===== src/source/mem_defs.svh =====
`ifndef MEM_DEFS_SVH
`define MEM_DEFS_SVH

// Data and address width
`define XLEN 32

// Data memory size in 32-bit words, word index taken from addr[9:2]
`define DMEM_WORDS 256

// One-word lines, index from addr[5:2] and tag from addr[9:6]
`define CACHE_LINES 16

`endif


===== src/source/mem_pkg.sv =====
`default_nettype none

`include "mem_defs.svh"

package mem_pkg;

    // funct3 codes of the load and store instructions
    typedef enum logic [2:0] {
        OP_LB  = 3'b000,
        OP_LH  = 3'b001,
        OP_LW  = 3'b010,
        OP_LBU = 3'b100,
        OP_LHU = 3'b101
    } mem_op_e;

    // Stores share their encodings with the signed loads
    localparam mem_op_e OP_SB = OP_LB;
    localparam mem_op_e OP_SH = OP_LH;
    localparam mem_op_e OP_SW = OP_LW;

    typedef struct packed {
        logic             we;    // Store when high, load otherwise
        mem_op_e          op;
        logic [`XLEN-1:0] addr;
        logic [`XLEN-1:0] wdata;
    } mem_req_t;

    // One data word, seen whole or by byte and half lanes
    typedef union packed {
        logic [`XLEN-1:0] word;
        logic [3:0][7:0]  bytes;
        logic [1:0][15:0] halves;
    } data_word_u;

endpackage

`default_nettype wire


===== src/source/data_cache.sv =====
`default_nettype none

`include "mem_defs.svh"

module data_cache (
    input  logic              clk,
    input  logic              arst_n,
    input  mem_pkg::mem_req_t req,
    input  logic [`XLEN-1:0]  mem_word,
    output logic [`XLEN-1:0]  cache_word,
    output logic              hit
);

    import mem_pkg::*;

    localparam int IDX_W = $clog2(`CACHE_LINES);
    localparam int TAG_W = $clog2(`DMEM_WORDS) - IDX_W;

    logic [`CACHE_LINES-1:0] valid;
    logic [TAG_W-1:0]        tags  [`CACHE_LINES];
    logic [`XLEN-1:0]        lines [`CACHE_LINES];

    logic [IDX_W-1:0] idx;
    logic [TAG_W-1:0] tag;
    logic             tag_match;
    logic             refill;
    logic             invalidate;

    assign idx = req.addr[IDX_W+1:2];
    assign tag = req.addr[IDX_W+TAG_W+1:IDX_W+2];

    assign tag_match = tags[idx] == tag;
    assign hit       = valid[idx] && tag_match;

    // Miss passes the memory word straight through
    assign cache_word = hit ? lines[idx] : mem_word;

    assign refill     = !req.we && !hit; // Read miss fills the line
    assign invalidate = req.we && hit;   // Write-through without allocate

    always_ff @(posedge clk or negedge arst_n) begin
        if (!arst_n) begin
            valid <= '0;
        end else if (invalidate) begin
            valid[idx] <= 1'b0;
        end else if (refill) begin
            valid[idx] <= 1'b1;
        end
    end

    always_ff @(posedge clk) begin
        if (refill) begin
            tags[idx]  <= tag;
            lines[idx] <= mem_word;
        end
    end

endmodule

`default_nettype wire


===== config.mk =====
export PLATFORM = sky130hd
export DESIGN_NAME = data_cache
export DESIGN_NICKNAME = d
export VERILOG_FILES = /design/src/source/mem_pkg.sv /design/src/source/data_cache.sv
export VERILOG_INCLUDE_DIRS = /design/src /design/src/source
export SDC_FILE = /design/constraint.sdc
export NUM_CORES = 1
export LEC_CHECK = 0
export BUFFER_PORTS_ARGS = -buffer_cell sky130_fd_sc_hd__buf_4
export CAP_MARGIN = 30
export CORE_UTILIZATION = 35
export DETAILED_ROUTE_END_ITERATION = 6
export PLACE_DENSITY_LB_ADDON = 0.12
export SLEW_MARGIN = 40
export SYNTH_ARGS = -nofsm -noshare
export SYNTH_HDL_FRONTEND = slang
export SYNTH_SLANG_ARGS = --single-unit

===== constraint.sdc =====
create_clock -name clk -period 8.7 [get_ports clk]
set_clock_uncertainty 0.1 [all_clocks]
set_input_delay 0 -clock clk [delete_from_list [all_inputs] [get_ports clk]]
set_output_delay 0 -clock clk [all_outputs]
set_load 0.01 [all_outputs]

==> out/results.env <==
GRT_SETUP_UNREPAIRED='no'
FINALCRITPERIODSHARE=0.513
WHS_PS=118
SYNTH_TOP_AREA_SHARE=0.741
WORSTPATHARRIVAL_PS=4620
TIGHTEST_SLEW_PS=839
FINAL_STANDARD_CELL_AREA_WITHOUT_FILLERS_UM2=27300
CLKSLEWWORSTSETUPHOLDPATHS_PS=60
SYNTH_AREA_UM2=23300
MOST_USED_CELLS_IN_THE_LAYOUT_EXCLUDING_FILL_AND_TAP_CELLS='576 x edfxtp_1, 160 x mux4_2, 93 x buf_4'
TIMING.MAX_CAP.VIOLATIONS=0
DESIGN.DIE.AREA_UM2=67700
PLACEMENT_ROWS=94
DRT_FIRST_PASS_ITERS=4
WORST_SETUP_PATH_START_KIND='input pin'
FP.DIEH_UM=260
STATUS='complete, no violations'
FLOORPLAN.IO_PINS=135
AREA_OVERHEAD_VS_SYNTH_PCT=16.8
NUMCLOCKSINKS=592
VIAS=10600
WORSTPATHMAXFANOUT=66
YS_FF_LATCH=592
ROUTE.DETAILED.VIAS_PER_INST=5.10
YOSYSUNIQUECELLTYPES=43
DRIVE_ABOVE_1_SHARE=0.337
TOTAL_POWER_mW=6.10
SYN_INST=1004
SYNTH_EDF_COUNT=576
IR_DROP_mV=0.161
CRIT_TYPE='in -> reg'
CLK_LATENCY_PS=630
GRT_START_MAX_NET_PINS=68
LAYOUT_COMMONEST_CELL='edfxtp_1'
FINAL_NET_COUNT=1257
CTS_RESIZED=0
WL_PER_CELL_UM=26.0
POWER.DENSITY_nW_PER_UM2=224
OVERFLOW_AFTER_GRT=0
NETLIST_TOP_CELLS_AREA='edfxtp_1 74%, mux4_2 15%, mux2_4 2.1%'
DRT.ANTENNA.VIOLATING_NETS=0
POST_DP_CELL_AREA_UM2=24900
FMAX_GHz=0.224
POSTLAYOUTCOREUTIL=0.414
GRT_PASS1_VIAS=11200
POST-SYNTH-TOP-AREA-CELL='edfxtp_1'
CLOCK_TREE.ROOT_CELL='clkbuf_16'
SYNTH_TOP_FLOP_CELL='edfxtp_1'
BEGINNING_OF_THE_CRITICAL_PATH='req[34]'
BUFFER_PORTS.INSERTED=75
FINALHOLDVIOLATIONS=0
CTS-BUFFERS-INSERTED=61
REQUIRED_PS=8850
END_KIND='flip-flop'
FILLER_CELL_COUNT=5766
MAX-CLOCK-PATH-BUFFERS=3
HOLD_PATH.CLASS='in -> reg'
ROUTE.DETAILED.DRC=0
POST_DP_HPWL_UM=27100
DETAIL_ROUTE.ITER0.VIOLATIONS=829
SYNTH.AVG_CELL_AREA_UM2=23.2
SYNTH_SEQ_AREA_SHARE=0.758
GP_CONGESTION=0.707
NUM_ANTENNA_CELLS=0
HOLDPATHSTAGES=2
CTS_TREE='built'
LEAKAGE_nW=8.71
HTREE_NUM_LEVELS=2
EFFECTIVE_UTILIZATION_AT_FLOORPLAN=0.354
WL_UM=53800
SYN_NETS=1108
FIN_TNS_SETUP_PS=0
CORE_AR_UM2=65900
YS_WARN_COUNT=0
SHARE_OF_FLIP_FLOPS_WITH_AN_ASYNCHRONOUS_SET_OR_RESET=0.0270
GRT_PASS1_WL_UM=78400
TOTAL_TRACK_USAGE=0.163
TIMING_MAX_TRANSITION_VIOLATIONS_FINAL=0
GRT_ANTENNA_BEFORE_REPAIR=1
WORST_R2R_PATH_DEPTH=10
SLEW_HEADROOM=0.441
SETUP-VIOLATIONS-FINAL=0
DIE_W_UM=260
POST-ROUTE-MIN-PERIOD_PS=4470
HOLD_START='mem_word[22]'
[kinds of logic after synthesis]
kind of cell,Yosys count,synth area share
multiplexers,229,0.194
flip-flops,592,0.758
AND/OR/NAND/NOR,79,0.0162
adder cells (fa/ha/maj),2,0.00107
XOR/XNOR,1,0.000375
AO/OA/AOI/OAI,43,0.0122
buffers and inverters,58,0.0176
[metrics by stage]
stage	std cells	worst slack (ps)
6_report	2069	4230
5_1_grt	2069	3870
4_1_cts	2067	4000
3_5_place_dp	1912	3340
3_3_place_gp	1911	3410
2_1_floorplan	1004	4370
[registers in the layout (all words and copies together), names as in the netlist, named ones only]
name / cells
lines: 512
tags: 64
[layer usage]
metal | GRT usage | vias up | wire length (µm)
li1 | - | 4579 | -
met1 | 0.223 | 5702 | 24000
met2 | 0.269 | 190 | 26700
met3 | 0.0279 | 80 | 2050
met4 | 0.0404 | 2 | 1070
met5 | 0 | - | 8
[timing repair]
action                                 in CTS  in global routing
hold buffers                               40                  1
buffers inserted                            0                  0
endpoints found under the hold margin     595                 16
[worst paths after layout]
| check | to | slack (ps) |
|---|---|---|
| min in group asynchronous | async pin | 350 |
| min reg2reg | flip-flop | 380 |
| max | lines[12][22] | 4230 |
| max reg2reg | lines[12][22] | 4750 |
| min | lines[5][22] | 120 |
| max in group asynchronous | async pin | 7880 |
[layout make-up]
type	instances	area, µm²	share of cell area
clock buffer	79	1600	0.0589
clock inverter	36	292	0.0107
inverter	4	15.0	0.000551
multi-input combinational	354	5350	0.196
sequential	592	17700	0.649
tap	864	1080	0.0397
timing repair buffer	140	1220	0.0446
[power breakdown]
part / leakage, nW / switching (mW) / internal, mW
Sequential: 5.38 / 0.0192 / 3.20
Clock: 0.940 / 1.08 / 1.42
Combinational: 2.39 / 0.204 / 0.182
[cell usage after synthesis, types with 3 or more instances]
| cell | n |
|---|---|
| a22o_1 | 5 |
| mux2_4 | 32 |
| nand2b_1 | 3 |
| o22ai_1 | 3 |
| o21ai_0 | 9 |
| mux4_2 | 160 |
| buf_2 | 13 |
| dfrtp_1 | 16 |
| nand3b_1 | 3 |
| clkbuf_1 | 24 |
| mux2i_1 | 27 |
| buf_12 | 9 |
| or3_1 | 3 |
| a31oi_1 | 4 |
| nand2_1 | 13 |
| nor2_1 | 37 |
| mux4_1 | 4 |
| inv_1 | 4 |
| buf_6 | 3 |
| a21oi_1 | 12 |
| nor2b_1 | 3 |
| mux2_2 | 6 |
| nand3_1 | 5 |
| edfxtp_1 | 576 |
| buf_1 | 3 |
[critical path, stage by stage]
cell and delay (ps):
buf_8 510, buf_12 500, buf_16 370, mux4_1 600
mux2i_1 220, xnor2_1 110, nand2_1 70, a222oi_1 120
inv_1 90, ha_1 200, or3b_2 590, nor2_4 450
buf_4 620
Power figures use the tool's default switching activity.
