--- src/source/mem_defs.svh ---
`ifndef MEM_DEFS_SVH
`define MEM_DEFS_SVH

// Data and address width
`define XLEN 32

// Data memory size in 32-bit words, word index taken from addr[9:2]
`define DMEM_WORDS 256

// One-word lines, index from addr[5:2] and tag from addr[9:6]
`define CACHE_LINES 16

`endif

--- src/source/mem_pkg.sv ---
`default_nettype none

`include "mem_defs.svh"

package mem_pkg;

    // funct3 codes of the load and store instructions
    typedef enum logic [2:0] {
        OP_LB  = 3'b000,
        OP_LH  = 3'b001,
        OP_LW  = 3'b010,
        OP_LBU = 3'b100,
        OP_LHU = 3'b101
    } mem_op_e;

    // Stores share their encodings with the signed loads
    localparam mem_op_e OP_SB = OP_LB;
    localparam mem_op_e OP_SH = OP_LH;
    localparam mem_op_e OP_SW = OP_LW;

    typedef struct packed {
        logic             we;    // Store when high, load otherwise
        mem_op_e          op;
        logic [`XLEN-1:0] addr;
        logic [`XLEN-1:0] wdata;
    } mem_req_t;

    // One data word, seen whole or by byte and half lanes
    typedef union packed {
        logic [`XLEN-1:0] word;
        logic [3:0][7:0]  bytes;
        logic [1:0][15:0] halves;
    } data_word_u;

endpackage

`default_nettype wire

--- src/source/load_align.sv ---
`default_nettype none

`include "mem_defs.svh"

module load_align (
    input  mem_pkg::mem_op_e  op,
    input  logic [1:0]        byte_sel,
    input  logic [`XLEN-1:0]  word,
    output logic [`XLEN-1:0]  rd
);

    import mem_pkg::*;

    data_word_u w;
    logic [7:0]  sel_byte;
    logic [15:0] sel_half;

    always_comb begin
        w.word   = word;
        sel_byte = w.bytes[byte_sel];
        sel_half = w.halves[byte_sel[1]]; // Offset 0 or 2
    end

    always_comb begin
        case (op)
            OP_LB: begin
                rd = {{(`XLEN-8){sel_byte[7]}}, sel_byte};
            end
            OP_LH: begin
                rd = {{(`XLEN-16){sel_half[15]}}, sel_half};
            end
            OP_LW: begin
                rd = w.word;
            end
            OP_LBU: begin
                rd = {{(`XLEN-8){1'b0}}, sel_byte};
            end
            OP_LHU: begin
                rd = {{(`XLEN-16){1'b0}}, sel_half};
            end
            default: begin
                rd = '0; // 011, 110, 111
            end
        endcase
    end

endmodule

`default_nettype wire

--- config.mk ---
export PLATFORM = sky130hd
export DESIGN_NAME = load_align
export DESIGN_NICKNAME = d
export VERILOG_FILES = /design/src/source/mem_pkg.sv /design/src/source/load_align.sv
export VERILOG_INCLUDE_DIRS = /design/src /design/src/source
export SDC_FILE = /design/constraint.sdc
export NUM_CORES = 1
export LEC_CHECK = 0
export ABC_AREA = 1
export BUFFER_PORTS_ARGS = -buffer_cell sky130_fd_sc_hd__clkbuf_2
export CAP_MARGIN = 20
export CORE_ASPECT_RATIO = 0.9
export CORE_MARGIN = 1.5
export CORE_UTILIZATION = 39
export DETAILED_ROUTE_END_ITERATION = 12
export MAX_ROUTING_LAYER = met4
export PLACE_DENSITY = 0.79
export SETUP_SLACK_MARGIN = 0.02
export SLEW_MARGIN = 10
export SYNTH_ARGS = -nofsm -noshare
export SYNTH_HDL_FRONTEND = slang
export SYNTH_SLANG_ARGS = --single-unit
export TNS_END_PERCENT = 50
--- constraint.sdc ---
create_clock -name vclk -period 0.9
set_input_delay 0.09 -clock vclk [all_inputs]
set_output_delay 0.09 -clock vclk [all_outputs]
set_load 0.02 [all_outputs]
==> impl_metrics.json, run 1 <==
{
  "status": "finished with violations",
  "violations": "negative setup slack",
  "power_uw": 1240,
  "drc": 0,
  "power_density_mw_per_mm2": 603,
  "yosysUniqueCellTypes": 16,
  "placedCellCount": 304,
  "slowest_delay_ns": 0.23,
  "initial_utilization_pct": 42.3,
  "placed_cell_area_mm2": 0.00143,
  "maxCapViolCount": 0,
  "globalplace.congestion": 0.915,
  "ctsHoldBuffers": 0,
  "comb_power_share_pct": 100.0,
  "vdd_ir_drop_max_mv": 0.498,
  "drive_above_1_share_pct": 54.5,
  "worst_path_most_repeated_cell": "buf_4",
  "crit_buf_inv": 5,
  "antenna_found_initial": 0,
  "num_antenna_cells": 0,
  "cpLargestDelayFamily": "buffers and inverters",
  "grt_pass1_vias": 1421,
  "fill_cells": 97,
  "wl_per_cell_um": 16.2,
  "multi_input_area_um2": 976,
  "drt-initial-drc-count": 98,
  "core_area_mm2": 0.00222,
  "syn_area_um2": 940,
  "grt-ovfl-total": 0,
  "nClkBuffers": 0,
  "crit_chain": "clkbuf_2 -> inv_2 -> nand3_4 -> buf_4 -> o21ai_0 -> inv_1 -> nand2_2 -> buf_4",
  "vias": 1741,
  "busiest_layer": "met2",
  "met2_usage_pct": 55.2,
  "io_pins": 69,
  "pwr-share-seq_pct": 0,
  "worstMarginPinSlew_ns": 0.382,
  "fin_cells": 315,
  "finalHoldViolCount": 0,
  "critPathArrivalTime_ns": 1.16,
  "grt_util_all_layers_pct": 32.0,
  "crit_fanout": 7,
  "p_leak_uw": 0.00120,
  "netlist_instances": 203,
  "final_max_slew_viol_count": 0,
  "setup_ws_ns": -0.351,
  "fin_crit_ns": 1.25,
  "die_w_um": 54.7,
  "finalCritPeriodShare_pct": 139,
  "start_kind": "input port",
  "crit_slowest_cell": "o21ai_0",
  "seq_area_frac_synth_pct": 0,
  "crit_path_end_kind": "output port",
  "fmax_ghz": 0.799,
  "die_y_um": 49.6,
  "die_area_mm2": 0.00271,
  "fin_nets": 327,
  "nFlopsAndLatches": 0,
  "syn-num-nets": 240,
  "avgSynthCellArea_um2": 4.63,
  "yosys_warnings": 0,
  "pwr-share-clk_pct": 0,
  "io_buffers": 69,
  "grt.met3_usage_pct": 2.42,
  "swShare_pct": 53.9,
  "min_path_type": "input port to output port",
  "vias_per_cell": 5.53,
  "crit_type": "input port to output port",
  "cp.required_ns": 0.81,
  "drtPass1Iterations": 5,
  "rows": 16,
  "relSlewSlack_pct": 74.3,
  "postRouteAntennaNets": 0,
  "final_cell_area_mm2": 0.00205,
  "grt_max_degree": 15,
  "intPower_uw": 570,
  "grt_pass1_wl_um": 6330,
  "area_growth_syn_to_layout_pct": 118,
  "setup_viol": 32,
  "use_met1_pct": 39.9,
  "hpwl_um": 2420,
  "final-seq-area_um2": 0,
  "drt_wl_total_um": 5120,
  "rsz0062_at_grt": "true",
  "p_sw_uw": 667
}
-- power by group through the flow --
stage,clock network (uW),logic (uW),registers (uW)
after floorplan,0,499,0
after global routing,0,1310,0
final,0,1240,0
after CTS,0,1070,0
after global placement,0,776,0
after detailed placement,0,784,0
-- placed cells by master (no fill, tap or decap), drive strengths merged --
cell type	count
o21ai	11
nand3	8
inv	39
a21oi	2
nor2	41
nand2	92
o211ai	5
buf	40
clkbuf	50
-- per-layer routing --
layer  wire, um  vias up
li1           -      778
met1       1780      759
met2       2570      160
met3        504       44
met4        269        0
met5          0        -
-- repair_timing --
item / CTS / global route
buffers inserted: 3 / 4
gates resized for setup: 85 / 48
endpoints found under the setup margin: 32 / 32
cloned: 4 / 0
pin swaps: 10 / 10
-- worst paths after layout --
path     from    end  slack [ns]  cells past startpoint
max     op[2]  rd[9]       -0.35                      8
min   word[5]  rd[5]        0.53                      4
-- tightest hold or removal path: stages --
cell and delay, ns:
clkbuf_2 0.10, nand2_1 0.06, nand3_2 0.08, buf_8 0.10
-- synthesized netlist by cell type (all sizes together) --
master / instances / area share (%)
a21oi: 2 / 1.1
buf: 9 / 9.2
inv: 39 / 16
nand2: 89 / 39
nand3: 8 / 4.8
nor2: 40 / 20
o211ai: 5 / 4.0
o21ai: 11 / 5.9
-- through the flow --
step / utilization, % / setup WS, ns / hold WS, ns / TNS, ns
3_5_place_dp: 64.5 / -0.336 / 0.551 / -9.07
5_1_grt: 92.2 / -0.459 / 0.557 / -9.25
3_3_place_gp: 64.5 / -0.331 / 0.546 / -8.62
2_1_floorplan: - / -0.0509 / 0.340 / -1.24
6_report: 92.2 / -0.351 / 0.525 / -7.25
4_1_cts: 84.9 / -0.231 / 0.534 / -6.17
-- logic make-up (layout without fill, tap and decap cells) --
logic type             after synthesis  in the layout  share of synthesized area, %
AND/OR/NAND/NOR                    137            141                          63.8
buffers and inverters               48            129                          25.3
AO/OA/AOI/OAI                       18             18                          10.9
-- area by class of cell --
| cell class | count | area share (%) |
|---|---|---|
| inverters | 39 | 7.75 |
| multi-input cells | 159 | 47.6 |
| well taps | 27 | 1.65 |
| repair buffers | 90 | 43.0 |
No activity file was read; power rests on OpenSTA's default activity.
==> inputs of run 2 (changes only) <==
- PLACE_DENSITY: 0.79 -> 0.89
==> run 2 against run 1 <==
Area after synthesis stayed put. Synthesized cell count stayed put. The run now fails in 5_1_grt.
==> impl_metrics.json, run 2 <==
{
  "status": "stopped before the end",
  "stop_stage": "5_1_grt",
  "error": "[ERROR DPL-0033] detailed placement checks failed during check placement.",
  "rows": 16,
  "yosys_warnings": 0,
  "synth_top_area_share_pct": 32.4,
  "netlist_instances": 203,
  "avgSynthCellArea_um2": 4.63,
  "syn_area_um2": 940,
  "synth_area_leaders": "nand2_1 32%, inv_1 14%, nor2_1 14%, buf_6 6.0%, o21ai_0 5.9%",
  "placedCellCount": 305,
  "worstEpCategory": "top-level output",
  "yosys-top-cells-count": "81 x nand2_1, 36 x inv_1, 35 x nor2_1, 11 x o21ai_0, 7 x nand3_1",
  "yosysMostFrequentCell": "nand2_1",
  "hpwl_um": 2440,
  "preCtsSetupSlack_ns": -0.358,
  "initial_utilization_pct": 42.3,
  "io_buffers": 69,
  "yosysUniqueCellTypes": 16,
  "grt_max_degree": 12,
  "syn-num-nets": 240,
  "globalplace.congestion": 0.819,
  "crit_endpoint": "rd[26]",
  "seq_area_frac_synth_pct": 0,
  "die_y_um": 49.6,
  "ctsHoldBuffers": 0,
  "yosysTopAreaCell": "nand2_1",
  "io_pins": 69,
  "antenna_found_initial": 0,
  "die_w_um": 54.7
}
-- run 2: through the flow --
step	area, um^2	util, %	hold WS [ns]	TNS (ns)
2_1_floorplan	1010	-	0.340	-1.24
3_3_place_gp	1440	64.9	0.546	-8.92
3_5_place_dp	1440	64.9	0.550	-9.91
4_1_cts	1930	86.9	0.549	-6.48
-- run 2: logic make-up after synthesis --
logic type	synth area share [%]
buf+inv	25.3
compound gates	10.9
simple gates	63.8
-- run 2: repair_timing --
item,CTS
setup buffers,4
cloned,4
setup endpoints to repair,32
gates resized for setup,89
pin swaps,18
==> inputs of run 3 (changes only) <==
- CORE_AREA: default -> 2 2 63 65
- CORE_ASPECT_RATIO: 0.9 -> default
- CORE_MARGIN: 1.5 -> default
- CORE_UTILIZATION: 39 -> default
- DIE_AREA: default -> 0 0 65 67
- MAX_ROUTING_LAYER: met4 -> default
- PLACE_DENSITY: 0.89 -> default
- PLACE_DENSITY_LB_ADDON: default -> 0.15
- SETUP_SLACK_MARGIN: 0.02 -> default
- clock period: 0.9 -> 1.17 ns (I/O delays scaled with it)
==> run 3 against run 2 <==
The flow now finishes without violations.
==> impl_metrics.json, run 3 (synthesis gave the netlist of run 1 again) <==
{
  "worstMarginPinSlew_ns": 0.257,
  "mostFrequentLayoutCell": "nand2_1",
  "final_cell_area_mm2": 0.00176,
  "postRouteAntennaNets": 0,
  "nClkBuffers": 0,
  "grt_pass1_vias": 1253,
  "final_max_slew_viol_count": 0,
  "final-seq-area_um2": 0,
  "drtPass1Iterations": 4,
  "globalplace.congestion": 0.774,
  "setup_viol": 0,
  "vias": 1401,
  "vias_per_cell": 4.23,
  "grt_max_degree": 13,
  "vdd_ir_drop_max_mv": 0.157,
  "crit_slowest_cell": "nor2_4",
  "crit_type": "input port to output port",
  "cpLargestDelayFamily": "simple AND/OR/NAND/NOR gates",
  "io_buffers": 69,
  "power_density_mw_per_mm2": 429,
  "rsz0062_at_grt": "true",
  "nFlopsAndLatches": 0,
  "multi_input_area_um2": 872,
  "finalCritPeriodShare_pct": 98.9,
  "fin_crit_ns": 1.16,
  "fmax_ghz": 0.864,
  "die_y_um": 67,
  "relSlewSlack_pct": 82.7,
  "fin_nets": 322,
  "placed_cell_area_mm2": 0.00137,
  "grt_util_all_layers_pct": 16.1,
  "crit_fanout": 8,
  "grt-ovfl-total": 0,
  "drt_wl_total_um": 3680,
  "finalHoldViolCount": 0,
  "core_area_mm2": 0.00361,
  "initial_utilization_pct": 26.1,
  "fill_cells": 427,
  "drt-initial-drc-count": 83,
  "cp.required_ns": 1.05,
  "p_leak_uw": 0.00109,
  "crit_chain": "buf_4 -> nor2_8 -> nand2_8 -> nor2_4 -> nor2_2 -> nand2_1 -> clkbuf_8",
  "drc": 0,
  "num_antenna_cells": 0,
  "slowest_delay_ns": 0.25,
  "rows": 22,
  "start_kind": "input port",
  "hpwl_um": 2620,
  "grt_pass1_wl_um": 5700,
  "crit_buf_inv": 2,
  "antenna_found_initial": 0,
  "drive_above_1_share_pct": 43.8,
  "timing.setup.tns_ns": 0,
  "status": "completed",
  "ctsHoldBuffers": 0,
  "die_area_mm2": 0.00436,
  "maxCapViolCount": 0,
  "final_cell_mix": "72 x nand2_1, 40 x clkbuf_2, 35 x inv_1",
  "io_pins": 69,
  "critPathArrivalTime_ns": 1.04,
  "die_w_um": 65,
  "wl_per_cell_um": 11.1,
  "crit_path_end_kind": "output port",
  "min_path_type": "input port to output port",
  "area_growth_syn_to_layout_pct": 87.2
}
[run 3: where the power goes]
part	total [uW]	leakage (uW)	switching, uW	internal (uW)
Sequential	0	0	0	0
Clock	0	0	0	0
Combinational	754	0.00109	430	324
[run 3: what timing repair did]
item                       CTS  global route
setup buffers                1             0
resized for setup           48            56
cloned                       3             1
pin swaps                    5            11
setup endpoints to repair   31            28
[run 3: final timing paths]
path	startpoint	to	slack, ns	cells past startpoint
setup / recovery	op[1]	rd[19]	0.01	7
hold / removal	word[5]	rd[5]	0.59	4
[run 3: stage by stage]
stage | hold slack [ns] | total power, uW | setup WS [ns] | instances | util (%)
2_1_floorplan | 0.443 | 360 | 0.133 | 203 | -
5_1_grt | 0.613 | 821 | -0.0421 | 331 | 48.8
3_5_place_dp | 0.596 | 575 | -0.145 | 326 | 38.0
3_3_place_gp | 0.601 | 575 | -0.136 | 326 | 38.0
4_1_cts | 0.596 | 690 | -0.00900 | 330 | 44.8
6_report | 0.592 | 754 | 0.0130 | 331 | 48.8
[run 3: cell type report]
class,instances,share of cell area [%]
multi-input combinational,159,49.6
inverter,39,9.60
timing repair buffer,85,37.4
tap,48,3.41
[run 3: layer usage]
metal	global-route usage, %	routed length [um]
met2	28.5	1760
met1	22.2	1660
met3	1.69	254
met4	0	0
met5	0	0
==> inputs of run 4 (changes only) <==
- clock period: 1.17 -> 1.45 ns (I/O delays scaled with it)
==> run 4 against run 3 <==
Die area did not move. Critical path depth is the same. First-iteration DRC count up 22%. Design area is 26% lower. Non-clock buffer count fell by 10. Sequential cell count did not move. Worst setup slack improved by 0.10 ns. Power is 41% lower. Cell count decreased by 4.2%. Count of clock-buffer cells in the layout unchanged. Critical path type unchanged. Critical endpoint is now rd[28]. Largest cell class unchanged. Largest power group unchanged.
==> impl_metrics.json, run 4 (synthesis gave the netlist of run 1 again) <==
{
  "comb_power_share_pct": 100.0,
  "setup_ws_ns": 0.116,
  "swShare_pct": 64.4,
  "crit_type": "input port to output port",
  "p_sw_uw": 287,
  "fill_cells": 434,
  "core_area_mm2": 0.00361,
  "min_path_type": "input port to output port",
  "mostFrequentLayoutCell": "nand2_1",
  "multi_input_area_um2": 702,
  "crit_fanout": 24,
  "cp.required_ns": 1.31,
  "final-seq-area_um2": 0,
  "pwr-share-clk_pct": 0,
  "nClkBuffers": 0,
  "pwr-share-seq_pct": 0,
  "drt-initial-drc-count": 101,
  "power_uw": 446,
  "globalplace.congestion": 0.843,
  "holdPathStages": 4,
  "area_growth_syn_to_layout_pct": 38.7,
  "worstMarginPinSlew_ns": 0.256,
  "grt_max_degree": 25,
  "grt_pass1_vias": 1109,
  "die_w_um": 65,
  "initial_utilization_pct": 26.1,
  "antenna_found_initial": 0,
  "final_cell_mix": "81 x nand2_1, 69 x clkbuf_2, 36 x inv_1",
  "grt_pass1_wl_um": 5020,
  "relSlewSlack_pct": 82.8,
  "setup_viol": 0,
  "fin_nets": 308,
  "fmax_ghz": 0.750,
  "intPower_uw": 159,
  "die_area_mm2": 0.00436,
  "vdd_ir_drop_max_mv": 0.101,
  "drc": 0,
  "finalHoldViolCount": 0,
  "die_y_um": 67,
  "ctsHoldBuffers": 0,
  "min_from": "word[5]",
  "timing.setup.tns_ns": 0,
  "crit_path_end_kind": "output port",
  "hpwl_um": 2500,
  "drt_wl_total_um": 3100,
  "nFlopsAndLatches": 0,
  "maxCapViolCount": 0,
  "finalCritPeriodShare_pct": 92.0,
  "drtPass1Iterations": 4,
  "grt-ovfl-total": 0,
  "rows": 22,
  "holdPathEnd": "rd[5]",
  "power_density_mw_per_mm2": 342,
  "wl_per_cell_um": 9.78,
  "io_buffers": 69,
  "postRouteAntennaNets": 0,
  "num_antenna_cells": 0,
  "final_max_slew_viol_count": 0,
  "vias_per_cell": 4.06,
  "drive_above_1_share_pct": 34.2,
  "start_kind": "input port",
  "grt_util_all_layers_pct": 14.0,
  "status": "completed",
  "critPathArrivalTime_ns": 1.19,
  "preCtsSetupSlack_ns": 0.0570,
  "fin_util_pct": 36.2,
  "rsz0062_at_grt": "false",
  "fin_crit_ns": 1.33,
  "p_leak_uw": 0.000971,
  "io_pins": 69,
  "vias": 1288
}
[run 4: cell count changes in the layout (fill, tap and decap cells not counted), sizes merged]
cell    previous run  this run
buf               29         6
clkbuf            56        69
clkinv             1         0
inv               38        39
nand2             92        89
nor2              41        40
[run 4: worst max-delay path by stage]
stage	slack, ns	end	depth (start not counted)	start
final	0.12	rd[28]	7	op[1]
after global routing	0.002	rd[27]	9	byte_sel[1]
after global placement	0.08	rd[9]	8	byte_sel[1]
after floorplan	0.36	rd[16]	9	byte_sel[1]
after detailed placement	0.06	rd[9]	8	byte_sel[1]
after CTS	0.05	rd[9]	8	byte_sel[1]
[run 4: routing by layer]
layer / share of wire (%) / up-vias / track usage [%] / wire length (um)
met3: 8.7 / 0 / 0.676 / 269
met5: 0 / - / 0 / 0
met4: 0 / 0 / 0 / 0
met2: 42 / 50 / 23.7 / 1300
met1: 49 / 508 / 20.6 / 1530
li1: - / 730 / - / -
[run 4: area by class of cell]
class / instances / area share (%)
multi-input combinational: 155 / 53.8
timing repair buffer: 75 / 29.9
inverter: 39 / 11.6
tap: 48 / 4.61
[run 4: through the flow]
| stage | std cells | hold slack, ns | cell area, um^2 |
|---|---|---|---|
| after CTS | 317 | 0.665 | 1300 |
| after global placement | 317 | 0.668 | 1300 |
| after floorplan | 203 | 0.499 | 940 |
| after global routing | 317 | 0.703 | 1300 |
| after detailed placement | 317 | 0.664 | 1300 |
| final | 317 | 0.662 | 1300 |
[run 4: timing repair]
item / 4_1_cts / 5_1_grt
endpoints found under the hold margin: 0 / 0
setup endpoints to repair: 0 / 3
resized for setup: 0 / 3
setup buffers: 0 / 0
[run 4: critical path: stages]
cell and delay [ns]:
clkbuf_2 0.19, inv_1 0.09, nand2_1 0.07, nor2_1 0.18, nand2_4 0.20, nand2_1 0.13
clkbuf_2 0.17
[run 4: power by group through the flow]
stage	clock, uW	combinational [uW]	sequential (uW)
6_report	0	446	0
5_1_grt	0	494	0
2_1_floorplan	0	291	0
3_3_place_gp	0	448	0
3_5_place_dp	0	449	0
4_1_cts	0	451	0
